### src/soc_pkg.sv
package soc_pkg;

   // uart framing
   localparam int CLKS_PER_BIT = 8;
   localparam int UART_W       = 8;
   localparam int FRAME_W      = UART_W + 2;
   localparam int BAUD_CNT_W   = $clog2(CLKS_PER_BIT);
   localparam int BIT_CNT_W    = $clog2(FRAME_W);

   // on-chip byte memory
   localparam int MEM_ADDR_W = 6;
   localparam int MEM_DATA_W = 8;
   localparam int MEM_DEPTH  = 2 ** MEM_ADDR_W;

   // internal reset pulse, in clock cycles
   localparam int RST_START    = 5;
   localparam int RST_DURATION = 10;
   localparam int RST_END      = RST_START + RST_DURATION;
   localparam int RST_CNT_W    = $clog2(RST_END + 1);

   // ascii command and response codes
   localparam logic [UART_W-1:0] CMD_WRITE = 8'h57;
   localparam logic [UART_W-1:0] CMD_READ  = 8'h52;
   localparam logic [UART_W-1:0] RSP_ACK   = 8'h4B;

endpackage

### src/wb_if.sv
`timescale 1ns/1ps

interface wb_if;

   // cycle framing, driven by the master
   logic                          cyc;
   logic                          stb;
   logic                          we;
   logic [soc_pkg::MEM_ADDR_W-1:0] adr;
   logic [soc_pkg::MEM_DATA_W-1:0] dat_w;

   // slave return path
   logic [soc_pkg::MEM_DATA_W-1:0] dat_r;
   logic                          ack;

   modport master (
      output cyc,
      output stb,
      output we,
      output adr,
      output dat_w,
      input  dat_r,
      input  ack
   );

   modport slave (
      input  cyc,
      input  stb,
      input  we,
      input  adr,
      input  dat_w,
      output dat_r,
      output ack
   );

endinterface
### src/cmd_ctrl.sv
`timescale 1ns/1ps

module cmd_ctrl (
   input  logic                        clk_i,
   input  logic                        rst_i,
   input  logic                        rx_valid_i,
   input  logic                        tx_busy_i,
   input  logic [soc_pkg::UART_W-1:0]  rx_data_i,
   output logic                        tx_start_o,
   output logic [soc_pkg::UART_W-1:0]  tx_data_o,
   output logic                        trap_o,
   wb_if.master                        wb
);

   typedef enum logic [2:0] {
      S_CMD,
      S_ADDR,
      S_DATA,
      S_BUS,
      S_RESP,
      S_TRAP
   } state_t;

   state_t                           state_q;
   logic                             we_q;
   logic [soc_pkg::MEM_ADDR_W-1:0]   adr_q;
   logic [soc_pkg::MEM_DATA_W-1:0]   dat_q;
   logic [soc_pkg::UART_W-1:0]       rsp_q;

   // bus request held for the whole classic cycle
   assign wb.cyc   = (state_q == S_BUS);
   assign wb.stb   = (state_q == S_BUS);
   assign wb.we    = we_q;
   assign wb.adr   = adr_q;
   assign wb.dat_w = dat_q;

   assign tx_start_o = (state_q == S_RESP) && !tx_busy_i;
   assign tx_data_o  = rsp_q;
   assign trap_o     = (state_q == S_TRAP);

   always_ff @(posedge clk_i) begin
      if (rst_i) begin
         state_q <= S_CMD;
         we_q    <= 1'b0;
      end else begin
         case (state_q)
            S_CMD: begin
               if (rx_valid_i) begin
                  if (rx_data_i == soc_pkg::CMD_WRITE) begin
                     we_q    <= 1'b1;
                     state_q <= S_ADDR;
                  end else if (rx_data_i == soc_pkg::CMD_READ) begin
                     we_q    <= 1'b0;
                     state_q <= S_ADDR;
                  end else begin
                     state_q <= S_TRAP;
                  end
               end
            end
            S_ADDR:  if (rx_valid_i) state_q <= we_q ? S_DATA : S_BUS;
            S_DATA:  if (rx_valid_i) state_q <= S_BUS;
            S_BUS:   if (wb.ack) state_q <= S_RESP;
            S_RESP:  if (!tx_busy_i) state_q <= S_CMD;
            // only reset leaves the trap
            S_TRAP:  state_q <= S_TRAP;
            default: state_q <= S_CMD;
         endcase
      end
   end

   // operands and response byte
   always_ff @(posedge clk_i) begin
      if ((state_q == S_ADDR) && rx_valid_i) adr_q <= rx_data_i[soc_pkg::MEM_ADDR_W-1:0];
      if ((state_q == S_DATA) && rx_valid_i) dat_q <= rx_data_i;
      if ((state_q == S_BUS) && wb.ack) rsp_q <= we_q ? soc_pkg::RSP_ACK : wb.dat_r;
   end

   a_stb_in_cyc : assert property (
      @(posedge clk_i) disable iff (rst_i) wb.stb |-> wb.cyc
   );

   // request must not move until the slave answers
   a_req_stable : assert property (
      @(posedge clk_i) disable iff (rst_i)
      (wb.stb && !wb.ack) |=> ($stable(wb.adr) && $stable(wb.dat_w))
   );

endmodule

### src/reset_pulse_gen.sv
`timescale 1ns/1ps

module reset_pulse_gen (
   input  logic clk_i,
   input  logic rst_i,
   output logic rst_o
);

   logic [1:0]                       sync_q;
   logic [soc_pkg::RST_CNT_W-1:0]    cnt_q;
   logic                             released;
   logic                             in_window;

   // pin release seen after two flops
   assign released = sync_q[1];

   assign in_window = (cnt_q >= soc_pkg::RST_CNT_W'(soc_pkg::RST_START)) &&
                      (cnt_q <  soc_pkg::RST_CNT_W'(soc_pkg::RST_END));

   always_ff @(posedge clk_i) begin
      if (rst_i) begin
         sync_q <= 2'b00;
         cnt_q  <= '0;
         rst_o  <= 1'b1;
      end else begin
         sync_q <= {sync_q[0], 1'b1};
         // count once past the window, then hold
         if (released && (cnt_q != soc_pkg::RST_CNT_W'(soc_pkg::RST_END))) begin
            cnt_q <= cnt_q + 1'b1;
         end
         rst_o <= in_window;
      end
   end

endmodule

### src/soc_fpga_wrapper.sv
`timescale 1ns/1ps

module soc_fpga_wrapper (
   input  logic clk_i,
   input  logic rst_i,
   input  logic uart_rxd_i,
   output logic uart_txd_o,
   output logic trap_o
);

   logic                        sys_rst;
   logic [soc_pkg::UART_W-1:0]  rx_data;
   logic                        rx_valid;
   logic [soc_pkg::UART_W-1:0]  tx_data;
   logic                        tx_start;
   logic                        tx_busy;

   wb_if wb_bus ();

   // internal reset pulse from the pin
   reset_pulse_gen reset_pulse (
      .clk_i (clk_i),
      .rst_i (rst_i),
      .rst_o (sys_rst)
   );

   uart_rx uart_rx_i (
      .clk_i   (clk_i),
      .rst_i   (sys_rst),
      .rxd_i   (uart_rxd_i),
      .data_o  (rx_data),
      .valid_o (rx_valid)
   );

   uart_tx uart_tx_i (
      .clk_i   (clk_i),
      .rst_i   (sys_rst),
      .start_i (tx_start),
      .data_i  (tx_data),
      .txd_o   (uart_txd_o),
      .busy_o  (tx_busy)
   );

   // command decode and bus master
   cmd_ctrl cmd_ctrl_i (
      .clk_i      (clk_i),
      .rst_i      (sys_rst),
      .rx_valid_i (rx_valid),
      .tx_busy_i  (tx_busy),
      .rx_data_i  (rx_data),
      .tx_start_o (tx_start),
      .tx_data_o  (tx_data),
      .trap_o     (trap_o),
      .wb         (wb_bus.master)
   );

   sram_wb sram_i (
      .clk_i (clk_i),
      .rst_i (sys_rst),
      .wb    (wb_bus.slave)
   );

endmodule

### src/sram_wb.sv
`timescale 1ns/1ps

module sram_wb (
   input  logic clk_i,
   input  logic rst_i,
   wb_if.slave  wb
);

   logic [soc_pkg::MEM_DATA_W-1:0] mem_q [soc_pkg::MEM_DEPTH];
   logic                           req;

   // new request only, so ack lasts one cycle
   assign req = wb.cyc && wb.stb && !wb.ack;

   always_ff @(posedge clk_i) begin
      if (rst_i) begin
         wb.ack <= 1'b0;
      end else begin
         wb.ack <= req;
      end
   end

   // contents survive reset
   always_ff @(posedge clk_i) begin
      if (req) begin
         if (wb.we) mem_q[wb.adr] <= wb.dat_w;
         wb.dat_r <= mem_q[wb.adr];
      end
   end

   a_ack_in_cycle : assert property (
      @(posedge clk_i) disable iff (rst_i) wb.ack |-> (wb.cyc && wb.stb)
   );

endmodule

### src/uart_rx.sv
`timescale 1ns/1ps

module uart_rx (
   input  logic                        clk_i,
   input  logic                        rst_i,
   input  logic                        rxd_i,
   output logic [soc_pkg::UART_W-1:0]  data_o,
   output logic                        valid_o
);

   typedef enum logic [1:0] {RX_IDLE, RX_START, RX_DATA, RX_STOP} rx_state_t;

   rx_state_t                        state_q;
   logic [1:0]                       sync_q;
   logic                             rxd_prev_q;
   logic [soc_pkg::BAUD_CNT_W-1:0]   baud_q;
   logic [soc_pkg::BIT_CNT_W-1:0]    bit_q;
   logic                             rxd_s;
   logic                             bit_mid;

   assign rxd_s   = sync_q[1];
   assign bit_mid = (baud_q == soc_pkg::BAUD_CNT_W'(soc_pkg::CLKS_PER_BIT - 1));

   always_ff @(posedge clk_i) begin
      if (rst_i) begin
         state_q    <= RX_IDLE;
         sync_q     <= 2'b11;
         rxd_prev_q <= 1'b1;
         baud_q     <= '0;
         bit_q      <= '0;
         valid_o    <= 1'b0;
      end else begin
         sync_q     <= {sync_q[0], rxd_i};
         rxd_prev_q <= rxd_s;
         valid_o    <= 1'b0;
         baud_q     <= baud_q + 1'b1;
         case (state_q)
            RX_IDLE: begin
               baud_q <= '0;
               bit_q  <= '0;
               if (rxd_prev_q && !rxd_s) state_q <= RX_START;
            end
            RX_START: begin
               // middle of start bit, reject glitches
               if (baud_q == soc_pkg::BAUD_CNT_W'(soc_pkg::CLKS_PER_BIT / 2 - 1)) begin
                  baud_q  <= '0;
                  state_q <= rxd_s ? RX_IDLE : RX_DATA;
               end
            end
            RX_DATA: begin
               if (bit_mid) begin
                  bit_q <= bit_q + 1'b1;
                  if (bit_q == soc_pkg::BIT_CNT_W'(soc_pkg::UART_W - 1)) state_q <= RX_STOP;
               end
            end
            default: begin
               // framing error drops the byte
               if (bit_mid) begin
                  valid_o <= rxd_s;
                  state_q <= RX_IDLE;
               end
            end
         endcase
      end
   end

   // lsb arrives first
   always_ff @(posedge clk_i) begin
      if ((state_q == RX_DATA) && bit_mid) data_o <= {rxd_s, data_o[soc_pkg::UART_W-1:1]};
   end

endmodule

### src/uart_tx.sv
`timescale 1ns/1ps

module uart_tx (
   input  logic                        clk_i,
   input  logic                        rst_i,
   input  logic                        start_i,
   input  logic [soc_pkg::UART_W-1:0]  data_i,
   output logic                        txd_o,
   output logic                        busy_o
);

   logic [soc_pkg::FRAME_W-1:0]      shift_q;
   logic [soc_pkg::BAUD_CNT_W-1:0]   baud_q;
   logic [soc_pkg::BIT_CNT_W-1:0]    bit_q;

   // line idles high since ones are shifted in behind the frame
   assign txd_o = shift_q[0];

   always_ff @(posedge clk_i) begin
      if (rst_i) begin
         shift_q <= '1;
         busy_o  <= 1'b0;
         baud_q  <= '0;
         bit_q   <= '0;
      end else if (!busy_o) begin
         if (start_i) begin
            // stop, data, start
            shift_q <= {1'b1, data_i, 1'b0};
            busy_o  <= 1'b1;
            baud_q  <= '0;
            bit_q   <= '0;
         end
      end else if (baud_q == soc_pkg::BAUD_CNT_W'(soc_pkg::CLKS_PER_BIT - 1)) begin
         baud_q  <= '0;
         shift_q <= {1'b1, shift_q[soc_pkg::FRAME_W-1:1]};
         if (bit_q == soc_pkg::BIT_CNT_W'(soc_pkg::FRAME_W - 1)) begin
            busy_o <= 1'b0;
         end else begin
            bit_q <= bit_q + 1'b1;
         end
      end else begin
         baud_q <= baud_q + 1'b1;
      end
   end

   // a start during a frame would be lost
   a_no_start_while_busy : assert property (
      @(posedge clk_i) disable iff (rst_i) !(start_i && busy_o)
   );

endmodule

### config.mk
export PLATFORM = sky130hd
export DESIGN_NAME = soc_fpga_wrapper
export DESIGN_NICKNAME = d
export VERILOG_FILES = /design/src/soc_pkg.sv /design/src/wb_if.sv /design/src/cmd_ctrl.sv /design/src/reset_pulse_gen.sv /design/src/soc_fpga_wrapper.sv /design/src/sram_wb.sv /design/src/uart_rx.sv /design/src/uart_tx.sv
export SDC_FILE = /design/constraint.sdc
export NUM_CORES = 1
export LEC_CHECK = 0
export BUFFER_PORTS_ARGS = -buffer_cell sky130_fd_sc_hd__buf_2
export CAP_MARGIN = 20
export CORE_UTILIZATION = 35
export DETAILED_ROUTE_END_ITERATION = 12
export GPL_TIMING_DRIVEN = 0
export PLACE_DENSITY_LB_ADDON = 0.25
export SLEW_MARGIN = 15
export SYNTH_ARGS = -nofsm -noshare
export SYNTH_HDL_FRONTEND = slang
export SYNTH_SLANG_ARGS = --single-unit
### constraint.sdc
create_clock -name clk_i -period 5.15 [get_ports clk_i]
set_clock_uncertainty 0.1 [all_clocks]
set_input_delay 0.515 -clock clk_i [delete_from_list [all_inputs] [get_ports clk_i]]
set_output_delay 0.515 -clock clk_i [all_outputs]
set_load 0.005 [all_outputs]
==> Word level (Yosys, flattened, before mapping) <==
Memory sizes are Yosys's and may differ from the RTL's. A register that Yosys moved wholly into a read port is not among the register bits.
Cells that the tools add are included.
Widths: inputs -> output; s select.
{ "op_classes": {"addsub": 5, "order_cmp": 2, "n_eq_ne": 26, "mux": 40, "n_bitwise": 1, "n_reduce_logical": 25} }
{ "ops": {"columns": ["op", "count"], "rows": [
  ["$mux 3", 11],
  ["$mux 10", 3],
  ["$mux 4", 5],
  ["$pmux 3 s6", 1],
  ["$eq 8x7->1 const B", 2],
  ["$ne 2x2->1 const B", 7],
  ["$add 4x1->4 const B", 3],
  ["$eq 3x3->1 const B", 4],
  ["$mux 2", 6],
  ["$mux 1", 11],
  ["$reduce_and 5->1", 2],
  ["$eq 3x2->1 const B", 3],
  ["$logic_and 1x1->1", 9],
  ["$ne 2x1->1 const B", 4],
  ["$pmux 4 s2", 1],
  ["$add 3x1->3 const B", 2],
  ["$pmux 2 s3", 1],
  ["$pmux 3 s2", 1],
  ["$reduce_and 3->1", 2],
  ["$reduce_bool 2->1", 3],
  ["$reduce_or 5->1", 1],
  ["$eq 4x3->1 const B", 1],
  ["$eq 4x4->1 const B", 1],
  ["$ge 4x3->1 const B", 1],
  ["11 further kinds", 14]
]} }
{ "totals": {"register_bits": 73, "ram_bits": 512, "in_bits": 3, "elab_cells": 121, "mem_count": 1} }
{ "mem_list": {"columns": ["memory", "words", "word_bits", "rd", "rd_clocked_by_memory_dff", "wr", "line_no", "source"], "rows": [
  ["sram_i.mem_q", 64, 8, 1, 1, 1, "sram_wb.sv:9", "logic [soc_pkg::MEM_DATA_W-1:0] mem_q [soc_pkg::MEM_DEPTH];"]
]} }

==> Longest topological paths before layout <==
Gate-level depths: netlist (run 1).
{ "logic_depth": {"ltp_word": 5, "depth_mapped": 9} }

==> By module <==
A second synthesis (run 1) with hierarchy kept.
{ "unflattened": {"cells_unflattened": 1429, "hier_area_um2": 23542.6} }
{ "modules_own_cells": {"columns": ["module", "instances", "cells_per_inst", "area_each_um2", "seq_area_each_um2"], "rows": [
  ["sram_wb", 1, 1158, 20438.4, 15635.0],
  ["cmd_ctrl", 1, 68, 1042.2, 740.7],
  ["uart_rx", 1, 82, 922.1, 500.5],
  ["uart_tx", 1, 90, 827.0, 340.3],
  ["reset_pulse_gen", 1, 31, 312.8, 140.1]
]} }

==> Worst setup path after synthesis (run 1) <==
No wires, ideal clock.
{ "synth_timing": {"path_kind": "register -> register", "start": "register cmd_ctrl_i.state_q[2]", "end": "memory sram_i.mem_q[14][0] (netlist name) (enable)", "setup_ns": 0.371, "arrival_ns": 2.192, "required_time_ns": 4.679, "slack_ns": 2.487, "path_stages_with_launch": 9, "path_cell_list": "dfxtp_1 -> clkbuf_1 -> nor2b_1 -> nand2_1 -> nor2_1 -> and2_1 -> clkbuf_1 -> nand4b_1 -> nor2_1"} }
{ "synth_between": {"elab_chain_cells": 4} }
{ "synth_lines": {"columns": ["item", "line_no", "source"], "rows": [
  ["from (decl)", "cmd_ctrl.sv:24", "state_t state_q;"],
  ["from (signal assigned)", "cmd_ctrl.sv:60", "S_ADDR: if (rx_valid_i) state_q <= we_q ? S_DATA : S_BUS;"],
  ["$eq 3x2->1", "cmd_ctrl.sv:31, cmd_ctrl.sv:32", null],
  ["$logic_and 1x1->1", "sram_wb.sv:13", "assign req = wb.cyc && wb.stb && !wb.ack;"],
  ["net sram_i.req", "sram_wb.sv:10", "logic req;"],
  ["$mux 1", "sram_wb.sv:25", "if (req) begin"],
  ["$mux 1 (not written as such)", "sram_wb.sv:26", "if (wb.we) mem_q[wb.adr] <= wb.dat_w;"],
  ["to (decl)", "sram_wb.sv:9", null]
]} }
The timed path passes the listed nets, and every way through them passes these cells.

==> Worst setup path in the final report (run 1) <==
{ "layout_timing": {"start": "register cmd_ctrl_i.adr_q (netlist bit cmd_ctrl_i.wb.adr[2])", "end": "memory sram_i.mem_q[46][6] (netlist name) (enable)"} }
{ "layout_rtl": {"columns": ["item", "line_no", "source"], "rows": [
  ["from (decl)", "cmd_ctrl.sv:26", "logic [soc_pkg::MEM_ADDR_W-1:0] adr_q;"],
  ["from (signal assigned)", "cmd_ctrl.sv:73", "if ((state_q == S_ADDR) && rx_valid_i) adr_q <= rx_data_i[soc_pkg::MEM_ADDR_W-1:0];"]
]} }
Straight into the memory's write port.

==> qor.csv, run 1 <==
stage,metric,value,unit
outcome,outcome,completed,
sta,max_slew headroom,17.19,%
worst_hold_path,worst hold path depth,1,
floorplanning,Die X-Extent,259.4,um
final_layout,fin cells,2451,
clock_tree,CTS tree,done,
logic_synthesis,xor-xnor portion of the synthesized cell area,0.1888,%
clock_tree,Max H-tree Level,2,
floorplanning,row cnt,94,
routing,Vias,14330,
worst_hold_path,hold endpoint,uart_rx_i.sync_q[1]$_SDFF_PP1_,
worst_setup_path,WP data required,5.29,ns
floorplanning,# IOs,5,
logic_synthesis,Synth Instances,1444,
global_route,first-pass GRT wire length,107600,um
worst_setup_path,CP most frequent cell,buf_2,
logic_synthesis,Mapped Area,0.02319,mm2
worst_setup_path,worst path bufs/invs,4,
logic_synthesis,share of the synthesized area in the top cell type,71.21,%
logic_synthesis,largest family of logic cells by synthesized area,compound AO/OA/AOI/OAI gates,
pwr,Leakage Power,8.473,nW
placement,# port buffers,4,
final_layout,fillcell total,6035,
final_layout,Util after Layout,40.90,%
final_layout,layout cells sized above 1,14.01,%
floorplanning,area of the core,0.06563,mm2
logic_synthesis,dominant synthesized flop cell,edfxtp_1,
logic_synthesis,async set or reset register ratio after synthesis,0,%
sta,Final Hold Viols,0,
logic_synthesis,Yosys top cell by area,edfxtp_1,
sta,final setup TNS,0,ns
worst_setup_path,element type at the critical path end,flip-flop,
logic_synthesis,ranking of synthesized cells by area,"edfxtp_1, dfxtp_1, a22oi_1",
logic_synthesis,Simple-Gate Fraction of Synth Area,5.907,%
sta,Slew @ Worst Pin,1.242,ns
global_route,vias in the first global route,13930,
worst_setup_path,critical path class,flip-flop to flip-flop,
run,Max Cap Violations,0,
logic_synthesis,"FF+latch count, synth",592,
floorplanning,DIE HEIGHT,259.4,um
routing,total length of routed wires,76810,um
routing,routed wire length per instance,31.34,um
sta,Setup-failing EPs final,0,
worst_setup_path,worst r2r src,cmd_ctrl_i.wb.adr[2]$_DFFE_PP_,
clock_tree,TritonCTS buffer count,61,
routing,First-pass DRT Iterations,8,
global_route,largest net degree at the start of global routing,27,
sta,setup ws final,0.01930,ns
global_route,total track usage,22.95,%
worst_setup_path,CP max stage delay,1.08,ns
sta,Max Freq,0.1949,GHz
worst_setup_path,Top delay family on crit path,buffers and inverters,
final_layout,Area Overhead vs Synth,15.75,%
final_layout,area of the multi-input gates,0.005271,mm2
logic_synthesis,synth warn,0,
logic_synthesis,syn nets,1459,
pwr,worst ir drop on vdd,0.3459,mV
logic_synthesis,mux contribution to synthesized area,5.136,%
final_layout,sequential cell area,0.01736,mm2
final_layout,Nets,1549,
logic_synthesis,Adder-Cell Fraction of Synth Area,0.6474,%
logic_synthesis,Mean Syn Cell Area,16.06,um2
placement,Placer Congestion,0.9730,
worst_hold_path,Hold Crit Start,uart_rx_i.sync_q[0]$_SDFF_PP1_,
clock_tree,CTS Sinks,592,
worst_setup_path,Worst Path Max Fanout,10,
placement,dpl cells,2332,
sta,Slew Limit Fails,0,
routing,drc violations,0,
worst_setup_path,Critical Path AT,5.27,ns
pwr,Power Density,370.1,mW/mm2
sta,Final period util,99.63,%
clock_tree,clock transition at the registers of the reported paths,0.06,ns
logic_synthesis,Synth Area in Compound Gates,10.83,%
worst_setup_path,worst reg2reg path depth,6,
global_route,initial antenna violation count,2,
sta,RSZ-0062 raised after global routing,no,
logic_synthesis,sequential area share after synthesis,74.84,%
logic_synthesis,post-synth cell types,65,
worst_setup_path,Worst path slowest cell,nor2_1,
clock_tree,root buf cell,clkbuf_16,
worst_setup_path,type of origin of the critical path,flip-flop,
sta,Final Critical Period,5.131,ns
floorplanning,die area,0.06730,mm2
worst_hold_path,Hold WC Path Type,flip-flop to flip-flop,
floorplanning,Initial Util,35.34,%
routing,DRT iter0 DRCs,2052,
placement,Placement Setup Slack,0.2742,ns
logic_synthesis,Post-synth EDFFs,550,
routing,Detail Route Antenna Nets,0,
pwr,power after layout,9.935,mW
global_route,total gr overflow,0,
worst_setup_path,worst-path cell chain,"buf_2, buf_2, buf_2, buf_1, nand4b_1, nor2_1",
clock_tree,clock latency on the worst-skew pair,0.65,ns
routing,drt via density,5.846,
worst_setup_path,"setup slack, reg-to-reg",0.02,ns
worst_setup_path,R2R Path End,sram_i.mem_q[46][6]$_DFFE_PP_,
clock_tree,Setup Buffers After CTS,0,
clock_tree,CTS max path bufs,3,
placement,dpl hpwl,50900,um
layer usage:
metal / vias to the layer above / track usage [%] / share of wire (%)
met1: 7362 / 31.80 / 40
met3: 182 / 4.101 / 9.7
met2: 822 / 35.33 / 45
met4: 2 / 10.03 / 4.5
li1: 5960 / - / -
met5: - / 0 / 0.017
worst max-delay path by stage:
| stage | start | end | slack [ns] | cells past startpoint |
|---|---|---|---|---|
| final | cmd_ctrl_i.wb.adr[2]$_DFFE_PP_ | sram_i.mem_q[46][6]$_DFFE_PP_ | 0.02 | 6 |
| after detailed placement | cmd_ctrl_i.wb.adr[2]$_DFFE_PP_ | sram_i.mem_q[54][6]$_DFFE_PP_ | 0.27 | 6 |
| after global placement | cmd_ctrl_i.wb.adr[2]$_DFFE_PP_ | sram_i.mem_q[54][2]$_DFFE_PP_ | 0.28 | 6 |
| after global routing | cmd_ctrl_i.wb.adr[2]$_DFFE_PP_ | sram_i.mem_q[54][2]$_DFFE_PP_ | 0.17 | 6 |
| after floorplan | cmd_ctrl_i.state_q[2]$_SDFFE_PP0P_ | sram_i.mem_q[14][0]$_DFFE_PP_ | 2.49 | 8 |
| after CTS | cmd_ctrl_i.wb.adr[2]$_DFFE_PP_ | sram_i.mem_q[54][2]$_DFFE_PP_ | 0.27 | 6 |
cells by family (layout without fill, tap and decap cells):
| group | count (synthesis) | after routing |
|---|---|---|
| multiplexers | 82 | 82 |
| buffers and inverters | 115 | 256 |
| adder cells (fa/ha/maj) | 12 | 12 |
| XOR/XNOR | 5 | 5 |
| AND/OR/NAND/NOR | 279 | 279 |
| AO/OA/AOI/OAI | 359 | 359 |
| other | 0 | 2 |
| flip-flops | 592 | 592 |
cell type report:
type                            count  share of cell area [%]
Sequential cell                   592                   64.66
Tap cell                          864                   4.027
Buffer                            104                   1.972
Multi-Input combinational cell    737                   19.64
Inverter                           11                  0.1538
Antenna cell                        2                 0.01864
Clock inverter                     46                   2.139
Timing Repair Buffer               27                   1.613
Clock buffer                       68                   5.784
power by group:
part	internal [mW]	switching, mW
logic	0.00788	0.0118
registers	5.18	0.00211
clock network	2.82	1.91
total	8.01	1.93
metrics by stage:
step           hold WS, ns  cell area [um2]
2_1_floorplan       0.2895            23190
3_3_place_gp        0.3021            24290
3_5_place_dp        0.3005            24690
4_1_cts             0.3196            26830
5_1_grt             0.3463            26840
6_report            0.3133            26840
cell usage in the layout, fill, tap and decap left out, types with 6 or more instances in the layout:
| cell type | n |
|---|---|
| a211oi_1 | 11 |
| a21oi_1 | 79 |
| a221oi_1 | 54 |
| a22o_1 | 7 |
| a22oi_1 | 109 |
| a31oi_1 | 11 |
| and2_1 | 7 |
| buf_1 | 10 |
| buf_16 | 7 |
| buf_2 | 40 |
| buf_6 | 6 |
| buf_8 | 13 |
| bufinv_16 | 13 |
| clkbuf_1 | 52 |
| clkbuf_16 | 61 |
| clkinv_1 | 16 |
| clkinv_2 | 9 |
| dfxtp_1 | 42 |
| edfxtp_1 | 550 |
| ha_1 | 12 |
| inv_1 | 11 |
| mux2_2 | 16 |
| mux2i_1 | 38 |
| mux4_1 | 6 |
| mux4_2 | 19 |
| nand2_1 | 47 |
| nand2b_1 | 18 |
| nand3_1 | 13 |
| nor2_1 | 108 |
| nor2b_1 | 13 |
| nor3_1 | 22 |
| o211ai_1 | 8 |
| o21ai_0 | 33 |
| o22ai_1 | 19 |
| or2_2 | 11 |
registers in the layout, summed over array words and instances, names as in the netlist, 3 cells and up:
register / count
sram_i.mem_q: 512
uart_tx_i.shift_q: 9
cmd_ctrl_i.tx_data_o: 8
cmd_ctrl_i.wb.dat_w: 8
sram_i.wb.dat_r: 8
uart_rx_i.data_o: 8
cmd_ctrl_i.wb.adr: 6
reset_pulse.cnt_q: 4
uart_rx_i.bit_q: 4
uart_tx_i.bit_q: 4
cmd_ctrl_i.state_q: 3
uart_rx_i.baud_q: 3
uart_tx_i.baud_q: 3
cells in the mapped netlist, types with 19 or more instances:
cell / n
o22ai_1: 19
a22oi_1: 109
dfxtp_1: 42
clkbuf_1: 45
mux2i_1: 38
nor3_1: 22
a21oi_1: 79
o21ai_0: 33
mux4_2: 19
buf_2: 35
nor2_1: 108
edfxtp_1: 550
a221oi_1: 54
nand2_1: 47
timing repair:
| action | 4_1_cts | 5_1_grt |
|---|---|---|
| resized for setup | 0 | 0 |
| endpoints found under the hold margin | 7 | 0 |
| hold buffers | 2 | 0 |
(Power assumes the default switching activity.)
==> run 2: changes to the inputs <==
--- a/config.mk
+++ b/config.mk
@@ -5,10 +5,10 @@
 export SDC_FILE = /design/constraint.sdc
 export NUM_CORES = 1
 export LEC_CHECK = 0
-export BUFFER_PORTS_ARGS = -buffer_cell sky130_fd_sc_hd__buf_2
 export CAP_MARGIN = 20
 export CORE_UTILIZATION = 35
 export DETAILED_ROUTE_END_ITERATION = 12
+export DONT_BUFFER_PORTS = 1
 export GPL_TIMING_DRIVEN = 0
 export PLACE_DENSITY_LB_ADDON = 0.25
 export SLEW_MARGIN = 15
==> run 2 against run 1 <==
Effect of this change: cell count down 0.20%; sequential cell count unchanged; sequential power about the same; maximum frequency up 3.8%; first-iteration DRC count up 7.7%; via count up 0.86%; core utilization down 0.065 points; final area down 0.16%; global-route usage down 0.19 points; routed wire length down 0.49%; critical path type unchanged; largest power group unchanged.
==> qor.csv, run 2 (same netlist as run 1, synthesis figures left out) <==
stage,metric,value,unit
outcome,outcome,completed,
floorplanning,Die X-Extent,259.4,um
run,Max Cap Violations,0,
worst_hold_path,worst hold path depth,1,
clock_tree,clock transition at the registers of the reported paths,0.06,ns
sta,RSZ-0062 raised after global routing,no,
sta,final setup TNS,0,ns
worst_setup_path,"setup slack, reg-to-reg",0.21,ns
worst_hold_path,Hold Crit Start,uart_rx_i.sync_q[0]$_SDFF_PP1_,
sta,Slew @ Worst Pin,1.259,ns
global_route,total track usage,22.76,%
routing,routed wire length per instance,31.25,um
placement,dpl hpwl,50460,um
floorplanning,die area,0.06730,mm2
worst_setup_path,Worst path slowest cell,nor2_1,
worst_setup_path,worst reg2reg path depth,6,
floorplanning,area of the core,0.06563,mm2
routing,drc violations,0,
sta,Slew Limit Fails,0,
clock_tree,clock latency on the worst-skew pair,0.65,ns
floorplanning,row cnt,94,
worst_setup_path,WP data required,5.31,ns
worst_setup_path,CP most frequent cell,buf_2,
final_layout,layout cells sized above 1,13.72,%
routing,First-pass DRT Iterations,5,
routing,Detail Route Antenna Nets,0,
final_layout,Largest regs,"sram_i.mem_q x512, uart_tx_i.shift_q x9",
worst_setup_path,Worst Path Max Fanout,10,
final_layout,Finished Cell Area,0.02680,mm2
worst_setup_path,worst path bufs/invs,4,
sta,Final period util,95.96,%
worst_setup_path,worst-path cell chain,"buf_2, buf_2, buf_2, buf_1, nand4b_1, nor2_1",
pwr,Leakage Power,8.448,nW
sta,setup ws final,0.2078,ns
final_layout,max reg flops,512,
global_route,initial antenna violation count,3,
worst_hold_path,hold endpoint,uart_rx_i.sync_q[1]$_SDFF_PP1_,
global_route,first-pass GRT wire length,106700,um
clock_tree,Max H-tree Level,2,
placement,Placement Setup Slack,0.3454,ns
worst_setup_path,critical path class,flip-flop to flip-flop,
clock_tree,CTS Sinks,592,
worst_setup_path,worst r2r src,cmd_ctrl_i.wb.adr[2]$_DFFE_PP_,
worst_setup_path,R2R Path End,sram_i.mem_q[46][0]$_DFFE_PP_,
worst_setup_path,Top delay family on crit path,buffers and inverters,
worst_hold_path,Hold WC Path Type,flip-flop to flip-flop,
floorplanning,DIE HEIGHT,259.4,um
global_route,largest net degree at the start of global routing,27,
routing,drt via density,5.908,
pwr,Power Density,367.9,mW/mm2
final_layout,Nets,1547,
clock_tree,root buf cell,clkbuf_16,
clock_tree,CTS max path bufs,3,
clock_tree,Setup Buffers After CTS,0,
placement,# port buffers,0,
clock_tree,TritonCTS buffer count,61,
sta,Final Critical Period,4.942,ns
final_layout,number of antenna diodes,0,
placement,Placer Congestion,1.009,
global_route,total gr overflow,0,
final_layout,"commonest non-fill, non-tap cell in the layout",edfxtp_1,
worst_setup_path,Critical Path AT,5.11,ns
floorplanning,Initial Util,35.34,%
final_layout,Area Overhead vs Synth,15.56,%
pwr,power after layout,9.860,mW
sta,Setup-failing EPs final,0,
routing,total length of routed wires,76430,um
routing,Vias,14450,
floorplanning,# IOs,5,
placement,placed inst area,0.02467,mm2
sta,max_slew headroom,16.05,%
final_layout,Largest Register,sram_i.mem_q,
final_layout,most frequent cells in the layout,"edfxtp_1, a22oi_1, nor2_1, a21oi_1, clkbuf_1",
clock_tree,CTS tree,done,
global_route,vias in the first global route,13910,
sta,Max Freq,0.2023,GHz
pwr,worst ir drop on vdd,0.2877,mV
routing,DRT iter0 DRCs,2210,
worst_setup_path,CP max stage delay,1.06,ns
worst_setup_path,element type at the critical path end,flip-flop,
sta,Final Hold Viols,0,
worst_setup_path,type of origin of the critical path,flip-flop,
==> run 2: cell type report <==
| cell class | count | area (um2) |
|---|---|---|
| plain buffers | 104 | 529.3 |
| inverters | 11 | 41.29 |
| repair buffers | 25 | 420.4 |
| flip-flops and latches | 592 | 17360 |
| clock buffers | 84 | 1674 |
| clock inverters | 29 | 427.9 |
| well taps | 864 | 1081 |
| multi-input cells | 737 | 5271 |
| fillers | 5979 | 38830 |
==> run 2: power by group <==
part	leakage (nW)	total, mW	switching (mW)	internal (mW)
Sequential	5.28	5.18	0.00218	5.18
Clock	1.02	4.66	1.89	2.77
Combinational	2.15	0.0191	0.0118	0.00729
==> run 2: what timing repair did <==
| item | 4_1_cts | 5_1_grt |
|---|---|---|
| resized for setup | 0 | 0 |
| endpoints found under the hold margin | 8 | 0 |
| hold buffers | 2 | 0 |
==> run 2: how the worst max path moves through the flow <==
stage | startpoint | endpoint | slack [ns] | cells after the start
finish | cmd_ctrl_i.wb.adr[2]$_DFFE_PP_ | sram_i.mem_q[46][0]$_DFFE_PP_ | 0.21 | 6
global route | cmd_ctrl_i.wb.adr[2]$_DFFE_PP_ | sram_i.mem_q[46][0]$_DFFE_PP_ | 0.24 | 6
CTS | cmd_ctrl_i.wb.adr[2]$_DFFE_PP_ | sram_i.mem_q[46][0]$_DFFE_PP_ | 0.21 | 6
detailed placement | cmd_ctrl_i.wb.adr[2]$_DFFE_PP_ | sram_i.mem_q[46][0]$_DFFE_PP_ | 0.35 | 6
global placement | cmd_ctrl_i.wb.adr[2]$_DFFE_PP_ | sram_i.mem_q[46][0]$_DFFE_PP_ | 0.27 | 6
floorplan | cmd_ctrl_i.state_q[2]$_SDFFE_PP0P_ | sram_i.mem_q[14][0]$_DFFE_PP_ | 2.49 | 8
==> run 2: metrics by stage <==
stage	utilization (%)	std cells	hold slack [ns]
global route	40.84	2446	0.3574
CTS	40.83	2446	0.3239
finish	40.84	2446	0.3173
floorplan	-	1444	0.2895
global placement	36.99	2308	0.3028
detailed placement	37.60	2331	0.3076
==> run 2: metal layers <==
metal	vias up	GRT usage, %	part of all wire, %
met3	193	5.116	10
met1	7384	30.59	39
li1	5962	-	-
met2	912	35.43	45
met4	0	9.722	4.6
met5	-	0	0
